$ cat src/design/fetch_defines.svh
`ifndef FETCH_DEFINES_SVH
`define FETCH_DEFINES_SVH

// ============================================================
// fetch buffer build constants
// ============================================================

// lines held in the prefetch queue, power of two
`define FB_DEPTH 4

// bits in one instruction cache line
`define FB_LINE_BITS 128

// first fetch address after reset
`define FB_RESET_PC 32'h80000000

`endif

$ cat src/design/fetch_types_pkg.sv
`include "fetch_defines.svh"

package fetch_types_pkg;

  // byte offset bits inside one line
  localparam int unsigned OFFSET_BITS = $clog2(`FB_LINE_BITS / 8);

  // byte address on the core and cache side
  typedef logic [31:0] addr_t;

  // line number, address without the offset bits
  typedef logic [31-OFFSET_BITS:0] tag_t;

  // one full cache line
  typedef logic [`FB_LINE_BITS-1:0] line_t;

  // one 32-bit instruction word
  typedef logic [31:0] inst_t;

endpackage

$ cat src/design/bus_types_pkg.sv
package bus_types_pkg;

  // read response code, anything but okay is an error
  typedef logic [1:0] resp_t;

  localparam resp_t RESP_OKAY = 2'b00;

  // line fill FSM
  typedef enum logic [1:0] {
    IDLE,
    WAIT_RESP,
    DRAIN
  } fill_state_e;

endpackage

$ cat src/design/line_fill_ctrl.sv
`timescale 1ns/1ps
`include "fetch_defines.svh"

module line_fill_ctrl (
  input  logic                   clk,
  input  logic                   rst_n,
  input  logic                   jmp_flush_i,
  input  fetch_types_pkg::addr_t pc_i,
  input  logic                   queue_full_i,
  output logic                   ar_valid_o,
  input  logic                   ar_ready_i,
  output fetch_types_pkg::addr_t ar_addr_o,
  input  logic                   r_valid_i,
  output logic                   r_ready_o,
  input  fetch_types_pkg::line_t r_data_i,
  input  bus_types_pkg::resp_t   r_resp_i,
  output logic                   push_o,
  output fetch_types_pkg::tag_t  push_tag_o,
  output fetch_types_pkg::line_t push_line_o,
  output logic                   push_err_o
);
  import fetch_types_pkg::*;
  import bus_types_pkg::*;

  localparam addr_t RESET_PC = `FB_RESET_PC;

  fill_state_e state_q;
  fill_state_e state_d;
  tag_t        next_tag_q;
  tag_t        next_tag_d;
  tag_t        req_tag_q;
  tag_t        pc_tag;
  logic        ar_valid_q;
  logic        ar_valid_d;
  logic        ar_fire;
  logic        r_fire;

  assign pc_tag  = pc_i[31:OFFSET_BITS];
  assign ar_fire = ar_valid_q & ar_ready_i;
  assign r_fire  = r_valid_i & r_ready_o;

  // ============================================================
  // fill FSM
  // ============================================================

  always_comb begin
    state_d    = state_q;
    next_tag_d = next_tag_q;
    ar_valid_d = ar_valid_q;
    case (state_q)
      IDLE: begin
        if (ar_fire) begin
          ar_valid_d = 1'b0;
          next_tag_d = next_tag_q + 1'b1;
          // a request taken on the flush edge is already stale
          state_d    = jmp_flush_i ? DRAIN : WAIT_RESP;
        end else if (!ar_valid_q && !queue_full_i) begin
          ar_valid_d = 1'b1;
        end
      end
      WAIT_RESP: begin
        if (r_fire) begin
          state_d = IDLE;
        end else if (jmp_flush_i) begin
          state_d = DRAIN;
        end
      end
      DRAIN: begin
        // swallow the old response, then refetch
        if (r_fire) begin
          state_d = IDLE;
        end
      end
      default: begin
        state_d = IDLE;
      end
    endcase

    // jump restarts the stream at the new pc
    if (jmp_flush_i) begin
      next_tag_d = pc_tag;
      ar_valid_d = 1'b0;
    end
  end

  always_ff @(posedge clk) begin
    if (rst_n) begin
      state_q    <= IDLE;
      ar_valid_q <= 1'b0;
      next_tag_q <= RESET_PC[31:OFFSET_BITS];
    end else begin
      state_q    <= state_d;
      ar_valid_q <= ar_valid_d;
      next_tag_q <= next_tag_d;
    end
  end

  // tag of the line on its way back
  always_ff @(posedge clk) begin
    if (ar_fire) begin
      req_tag_q <= next_tag_q;
    end
  end

  // ============================================================
  // bus and queue outputs
  // ============================================================

  assign ar_valid_o = ar_valid_q;
  assign ar_addr_o  = {next_tag_q, {OFFSET_BITS{1'b0}}};
  assign r_ready_o  = (state_q == WAIT_RESP) || (state_q == DRAIN);

  // no push for a line that lands on a flush edge
  assign push_o      = r_fire && (state_q == WAIT_RESP) && !jmp_flush_i;
  assign push_tag_o  = req_tag_q;
  assign push_line_o = r_data_i;
  assign push_err_o  = (r_resp_i != RESP_OKAY);

endmodule

$ cat src/design/line_queue.sv
`timescale 1ns/1ps
`include "fetch_defines.svh"

module line_queue #(
  parameter int unsigned DEPTH = `FB_DEPTH
) (
  input  logic                   clk,
  input  logic                   rst_n,
  input  logic                   flush_i,
  input  logic                   push_i,
  input  fetch_types_pkg::tag_t  push_tag_i,
  input  fetch_types_pkg::line_t push_line_i,
  input  logic                   push_err_i,
  input  logic                   inflight_i,
  input  logic                   pop_i,
  output logic                   full_o,
  output logic                   head_valid_o,
  output fetch_types_pkg::tag_t  head_tag_o,
  output fetch_types_pkg::line_t head_line_o,
  output logic                   head_err_o
);
  import fetch_types_pkg::*;

  localparam int unsigned PTR_W = $clog2(DEPTH);

  // pointers carry one extra wrap bit
  logic [PTR_W:0]   wr_ptr_q;
  logic [PTR_W:0]   rd_ptr_q;
  logic [PTR_W:0]   count;
  logic [PTR_W+1:0] occupancy;
  logic [PTR_W-1:0] rd_idx;
  logic [PTR_W-1:0] wr_idx;
  logic             empty;
  logic             mem_full;
  logic             push_en;
  logic             pop_en;

  tag_t  tag_mem  [DEPTH];
  line_t line_mem [DEPTH];
  logic  err_mem  [DEPTH];

  assign rd_idx   = rd_ptr_q[PTR_W-1:0];
  assign wr_idx   = wr_ptr_q[PTR_W-1:0];
  assign empty    = (wr_ptr_q == rd_ptr_q);
  assign mem_full = (wr_ptr_q == {~rd_ptr_q[PTR_W], rd_ptr_q[PTR_W-1:0]});
  assign push_en  = push_i & ~mem_full;
  assign pop_en   = pop_i & ~empty;

  // ============================================================
  // occupancy, the line in flight reserves a slot
  // ============================================================

  assign count     = wr_ptr_q - rd_ptr_q;
  assign occupancy = {1'b0, count} + {{(PTR_W+1){1'b0}}, inflight_i};
  assign full_o    = (occupancy >= DEPTH);

  // pointer update, flush drops every entry
  always_ff @(posedge clk) begin
    if (rst_n || flush_i) begin
      wr_ptr_q <= '0;
      rd_ptr_q <= '0;
    end else begin
      if (push_en) begin
        wr_ptr_q <= wr_ptr_q + 1'b1;
      end
      if (pop_en) begin
        rd_ptr_q <= rd_ptr_q + 1'b1;
      end
    end
  end

  // entry storage
  always_ff @(posedge clk) begin
    if (push_en) begin
      tag_mem[wr_idx]  <= push_tag_i;
      line_mem[wr_idx] <= push_line_i;
      err_mem[wr_idx]  <= push_err_i;
    end
  end

  // head of queue
  assign head_valid_o = ~empty;
  assign head_tag_o   = tag_mem[rd_idx];
  assign head_line_o  = line_mem[rd_idx];
  assign head_err_o   = err_mem[rd_idx];

endmodule

$ cat src/design/inst_select.sv
`timescale 1ns/1ps

module inst_select (
  input  fetch_types_pkg::addr_t pc_i,
  input  logic                   head_valid_i,
  input  fetch_types_pkg::tag_t  head_tag_i,
  input  fetch_types_pkg::line_t head_line_i,
  input  logic                   head_err_i,
  input  logic                   byp_valid_i,
  input  fetch_types_pkg::tag_t  byp_tag_i,
  input  fetch_types_pkg::line_t byp_line_i,
  input  logic                   byp_err_i,
  output logic                   pop_o,
  output logic                   inst_valid_o,
  output fetch_types_pkg::inst_t inst_o,
  output logic                   inst_err_o
);
  import fetch_types_pkg::*;

  tag_t       pc_tag;
  logic [1:0] word_sel;
  logic       head_hit;
  logic       byp_hit;
  line_t      sel_line;
  logic       sel_err;

  assign pc_tag   = pc_i[31:OFFSET_BITS];
  assign word_sel = pc_i[3:2];

  // ============================================================
  // tag match
  // ============================================================

  assign head_hit = head_valid_i && (head_tag_i == pc_tag);

  // bypass only counts while the queue is empty
  assign byp_hit  = !head_valid_i && byp_valid_i && (byp_tag_i == pc_tag);

  // pc has left the head line, retire it
  assign pop_o = head_valid_i && (head_tag_i != pc_tag);

  // ============================================================
  // word pick
  // ============================================================

  always_comb begin
    if (head_valid_i) begin
      sel_line = head_line_i;
      sel_err  = head_err_i;
    end else begin
      sel_line = byp_line_i;
      sel_err  = byp_err_i;
    end
  end

  assign inst_o       = sel_line[{word_sel, 5'b00000} +: 32];
  assign inst_valid_o = head_hit | byp_hit;
  // error follows the line the word came from
  assign inst_err_o   = inst_valid_o & sel_err;

endmodule

$ cat src/design/fetch_buffer_top.sv
`timescale 1ns/1ps

module fetch_buffer_top (
  input  logic                   clk,
  input  logic                   rst_n,
  // cache read address channel
  output logic                   ar_valid_o,
  input  logic                   ar_ready_i,
  output fetch_types_pkg::addr_t ar_addr_o,
  // cache read data channel
  input  logic                   r_valid_i,
  output logic                   r_ready_o,
  input  fetch_types_pkg::line_t r_data_i,
  input  bus_types_pkg::resp_t   r_resp_i,
  // core side
  input  fetch_types_pkg::addr_t pc_i,
  input  logic                   jmp_flush_i,
  output logic                   inst_valid_o,
  output fetch_types_pkg::inst_t inst_o,
  output logic                   inst_err_o
);
  import fetch_types_pkg::*;

  logic  push;
  tag_t  push_tag;
  line_t push_line;
  logic  push_err;
  logic  queue_full;
  logic  head_valid;
  tag_t  head_tag;
  line_t head_line;
  logic  head_err;
  logic  pop;

  line_fill_ctrl u_fill (
    .clk          (clk),
    .rst_n        (rst_n),
    .jmp_flush_i  (jmp_flush_i),
    .pc_i         (pc_i),
    .queue_full_i (queue_full),
    .ar_valid_o   (ar_valid_o),
    .ar_ready_i   (ar_ready_i),
    .ar_addr_o    (ar_addr_o),
    .r_valid_i    (r_valid_i),
    .r_ready_o    (r_ready_o),
    .r_data_i     (r_data_i),
    .r_resp_i     (r_resp_i),
    .push_o       (push),
    .push_tag_o   (push_tag),
    .push_line_o  (push_line),
    .push_err_o   (push_err)
  );

  // r_ready_o is high exactly while a line is in flight
  line_queue u_queue (
    .clk          (clk),
    .rst_n        (rst_n),
    .flush_i      (jmp_flush_i),
    .push_i       (push),
    .push_tag_i   (push_tag),
    .push_line_i  (push_line),
    .push_err_i   (push_err),
    .inflight_i   (r_ready_o),
    .pop_i        (pop),
    .full_o       (queue_full),
    .head_valid_o (head_valid),
    .head_tag_o   (head_tag),
    .head_line_o  (head_line),
    .head_err_o   (head_err)
  );

  inst_select u_select (
    .pc_i         (pc_i),
    .head_valid_i (head_valid),
    .head_tag_i   (head_tag),
    .head_line_i  (head_line),
    .head_err_i   (head_err),
    .byp_valid_i  (push),
    .byp_tag_i    (push_tag),
    .byp_line_i   (push_line),
    .byp_err_i    (push_err),
    .pop_o        (pop),
    .inst_valid_o (inst_valid_o),
    .inst_o       (inst_o),
    .inst_err_o   (inst_err_o)
  );

endmodule

$ cat config.mk
export PLATFORM = sky130hd
export DESIGN_NAME = fetch_buffer_top
export DESIGN_NICKNAME = d
export VERILOG_FILES = /design/src/design/fetch_types_pkg.sv /design/src/design/bus_types_pkg.sv /design/src/design/line_fill_ctrl.sv /design/src/design/line_queue.sv /design/src/design/inst_select.sv /design/src/design/fetch_buffer_top.sv
export VERILOG_INCLUDE_DIRS = /design/src /design/src/design
export SDC_FILE = /design/constraint.sdc
export NUM_CORES = 1
export LEC_CHECK = 0
export ABC_AREA = 1
export ABC_CLOCK_PERIOD_IN_PS = 11600
export BUFFER_PORTS_ARGS = -buffer_cell sky130_fd_sc_hd__buf_2
export CAP_MARGIN = 0
export CORE_UTILIZATION = 40
export DETAILED_ROUTE_END_ITERATION = 10
export GPL_ROUTABILITY_DRIVEN = 0
export PLACE_DENSITY_LB_ADDON = 0.3
export SYNTH_ARGS = -nofsm -noshare
export SYNTH_HDL_FRONTEND = slang
export SYNTH_SLANG_ARGS = --single-unit
export TNS_END_PERCENT = 50
$ cat constraint.sdc
create_clock -name clk -period 11.6 [get_ports clk]
set_input_delay 1.16 -clock clk [delete_from_list [all_inputs] [get_ports clk]]
set_output_delay 1.16 -clock clk [all_outputs]
set_load 0.005 [all_outputs]
==> results_dict.tcl <==
set metrics [dict create \
    grt_max_degree 122 \
    routed-via-count 20900 \
    setup_viol 0 \
    syn_area_mm2 0.0295 \
    power_leakage_uw 0.0124 \
    seqCellArea_mm2 0.0205 \
    start_util 0.404 \
    antenna_found_initial 25 \
    tightest_slew_ns 1.13 \
    hpwl_mm 46.7 \
    crit_required_ns 10.44 \
    core_mm2 0.0730 \
    timing.rr.start "u_queue.wr_ptr_q[0]" \
    cts.path.max_buffers 3 \
    fin_area_mm2 0.0338 \
    grt_usage 0.214 \
    cp-start-kind "register" \
    ctsHoldBuffers 0 \
    slew_violations 0 \
    ir_worst_vdd_v 0.000106 \
    synth_top_family_by_area "simple AND/OR/NAND/NOR gates" \
    num_io_pins 235 \
    routed_wl_mm 81.4 \
    syn_area_per_cell_um2 11.8 \
    ys_seq_area_frac 0.695 \
    htree_num_levels 3 \
    cts-root-buf "clkbuf_16" \
    worstPathMaxFanout 121 \
    status "finished clean" \
    cts_tree "done" \
    arrival_ns 4.83 \
    post_cts_buffers 0 \
    avgRoutedWirePerCell_um 21.9 \
    holdCritStartpoint "u_fill.next_tag_q[26]" \
    clock-sinks 695 \
    synth_compound_area_frac 0.119 \
    grt_setup_unrepaired "false" \
    p_per_area_mw_per_mm2 162 \
    drc 0 \
    clock_latency_ns 0.62 \
    die_area_mm2 0.0748 \
    overflow 0 \
    maxCapViolCount 0 \
    synth_mux_area_frac 0 \
    crit_path_end_kind "primary output" \
    die_y_um 273 \
    cts-resized-gates 0 \
    syn2layout_area_growth_pct 14.8 \
    viasPerCell 5.63 \
    grt_pass1_vias 20300 \
    timing.final.crit_period_ns 5.99 \
    finalCritPeriodShare 0.516 \
    drive_gt1_frac 0.144 \
    synthSimpleGateAreaFrac 0.131 \
    power_uw 5480 \
    synthCells 2504 \
    synth_fa_ha_area_frac 0.00535 \
    synth_xor_area_frac 0.0116 \
    drtAntennaViolNets 0 \
    synth_seq_cells 695 \
    dpl_cell_area_mm2 0.0313 \
    post-place-ws_ns 6.22 \
    skew_ns 0.0221 \
    fin_ws_ns 5.61 \
    clk_pin_slew_worst_paths_ns 0.06 \
    timing_worst_setup_path_type "reg2out" \
    multiInputGateArea_mm2 0.00792 \
    max_freq_mhz 167 \
    rows 99 \
    ys.warnings.count 0 \
    die_x_um 273 \
    firstDrtPassIters 7 \
    fin_nets 2857 \
    dp.cells 3559 \
    setup_tns_ns 0 \
    portBuffers 228 \
    slew_headroom 0.249 \
    cts_made_buffers 76 \
    hp-class "reg2reg" \
    synth_cell_type_count 41 \
    fin_cells 3710 \
    drt_iter0_drc 2005 \
    fill_cells 6488 \
    hold_viol_final 0 \
    grt_pass1_wl_mm 122 \
]
==> per-stage QoR <==
stage                     hold WS (ns)   util
after floorplan                  0.454      -
after global placement           0.450  0.429
after detailed placement         0.451  0.429
after CTS                        0.467  0.463
after global routing             0.473  0.463
final                            0.471  0.464
==> kinds of logic (layout without fill, tap and decap cells) <==
group	after synthesis	in the layout
compound gates	579	579
xor+xnor	39	39
fa+ha+maj	12	12
buf+inv	238	466
flops	695	695
other cells	1	20
simple gates	940	940
==> cell usage in the layout (no fill, tap or decap), drive strengths merged, types with 39 or more instances in the layout <==
cell    synthesis  layout
nand2         551     551
inv            73      75
nor2          177     177
buf           107     258
nor3           44      44
a21oi         276     276
o21ai         113     113
edfxtp        656     656
clkbuf         58     104
nand3         141     141
a221oi        129     129
dfxtp          39      39
==> final cells by class <==
| type | instances | area share |
|---|---|---|
| multi-input cells | 1574 | 0.234 |
| flip-flops and latches | 695 | 0.605 |
| clock buffers | 104 | 0.0627 |
| well taps | 959 | 0.0355 |
| repair buffers | 258 | 0.0404 |
| clock inverters | 31 | 0.0122 |
| diodes | 16 | 0.00118 |
| inverters | 73 | 0.00858 |
==> metal layers <==
layer | GRT usage | vias up | part of all wire
li1 | - | 9541 | -
met1 | 0.294 | 10400 | 0.43
met2 | 0.346 | 817 | 0.47
met3 | 0.0415 | 138 | 0.080
met4 | 0.0573 | 16 | 0.020
met5 | 0 | - | 0.0012
==> registers in the layout (all words and copies together) (netlist names), named ones only <==
name,count
u_queue.line_mem,512
u_queue.tag_mem,112
u_fill.next_tag_q,28
u_fill.push_tag_o,28
u_queue.err_mem,4
u_queue.rd_ptr_q,3
u_queue.wr_ptr_q,3
u_fill.state_q,2
u_fill.ar_valid_o,1
==> power by group <==
group	total, uW	switching [uW]	internal [uW]
Combinational	256	170	86.4
Clock	2450	965	1480
Sequential	2780	21.4	2760
==> critical path, stage by stage, from the launching register on <==
cell	delay, ns
dfxtp_4	0.51
inv_8	0.58
buf_4	0.97
buf_4	0.92
nand2_1	0.10
a221oi_1	0.36
o31ai_1	0.11
o21ai_0	0.37
buf_2	0.19
==> synthesized netlist by cell type <==
cell type,count,share of area
o211a_1,1,0.00034
nor3_1,43,0.0073
buf_2,74,0.013
buf_6,7,0.0027
nor2_2,4,0.00085
a221oi_1,129,0.038
nand2_2,1,0.00021
or2_2,10,0.0021
xnor2_1,19,0.0056
inv_1,70,0.0089
a211oi_1,1,0.00025
o31ai_1,32,0.0082
conb_1,1,0.00013
nand2_1,550,0.070
and3_1,1,0.00021
o211ai_1,3,0.00076
a21oi_1,276,0.047
a2bb2oi_1,1,0.00030
a31oi_1,16,0.0034
fa_1,1,0.00068
inv_4,1,0.00021
edfxtp_1,656,0.67
o21ai_1,1,0.00017
o21ai_0,112,0.019
nand4_1,8,0.0017
o21bai_1,1,0.00025
nor2_1,172,0.022
buf_1,5,0.00064
nor2_4,1,0.00038
ha_1,11,0.0047
xor2_1,20,0.0059
nand3_1,141,0.024
o22ai_1,4,0.00085
nor4_1,5,0.0011
dfxtp_1,39,0.026
nor3_2,1,0.00034
buf_4,21,0.0053
inv_2,2,0.00025
nand3b_1,3,0.00076
o221ai_1,2,0.00059
clkbuf_1,58,0.0074
==> path summary, 6_finish.rpt <==
kind                              end  slack (ns)  cells past startpoint
max                        inst_o[24]        5.61                      8
max reg2reg  u_queue.line_mem[2][122]        7.92                      7
min reg2reg     u_fill.push_tag_o[26]        0.47                      0
min             u_fill.push_tag_o[26]        0.47                      0
Note: power is estimated with default switching activity, not from simulation.
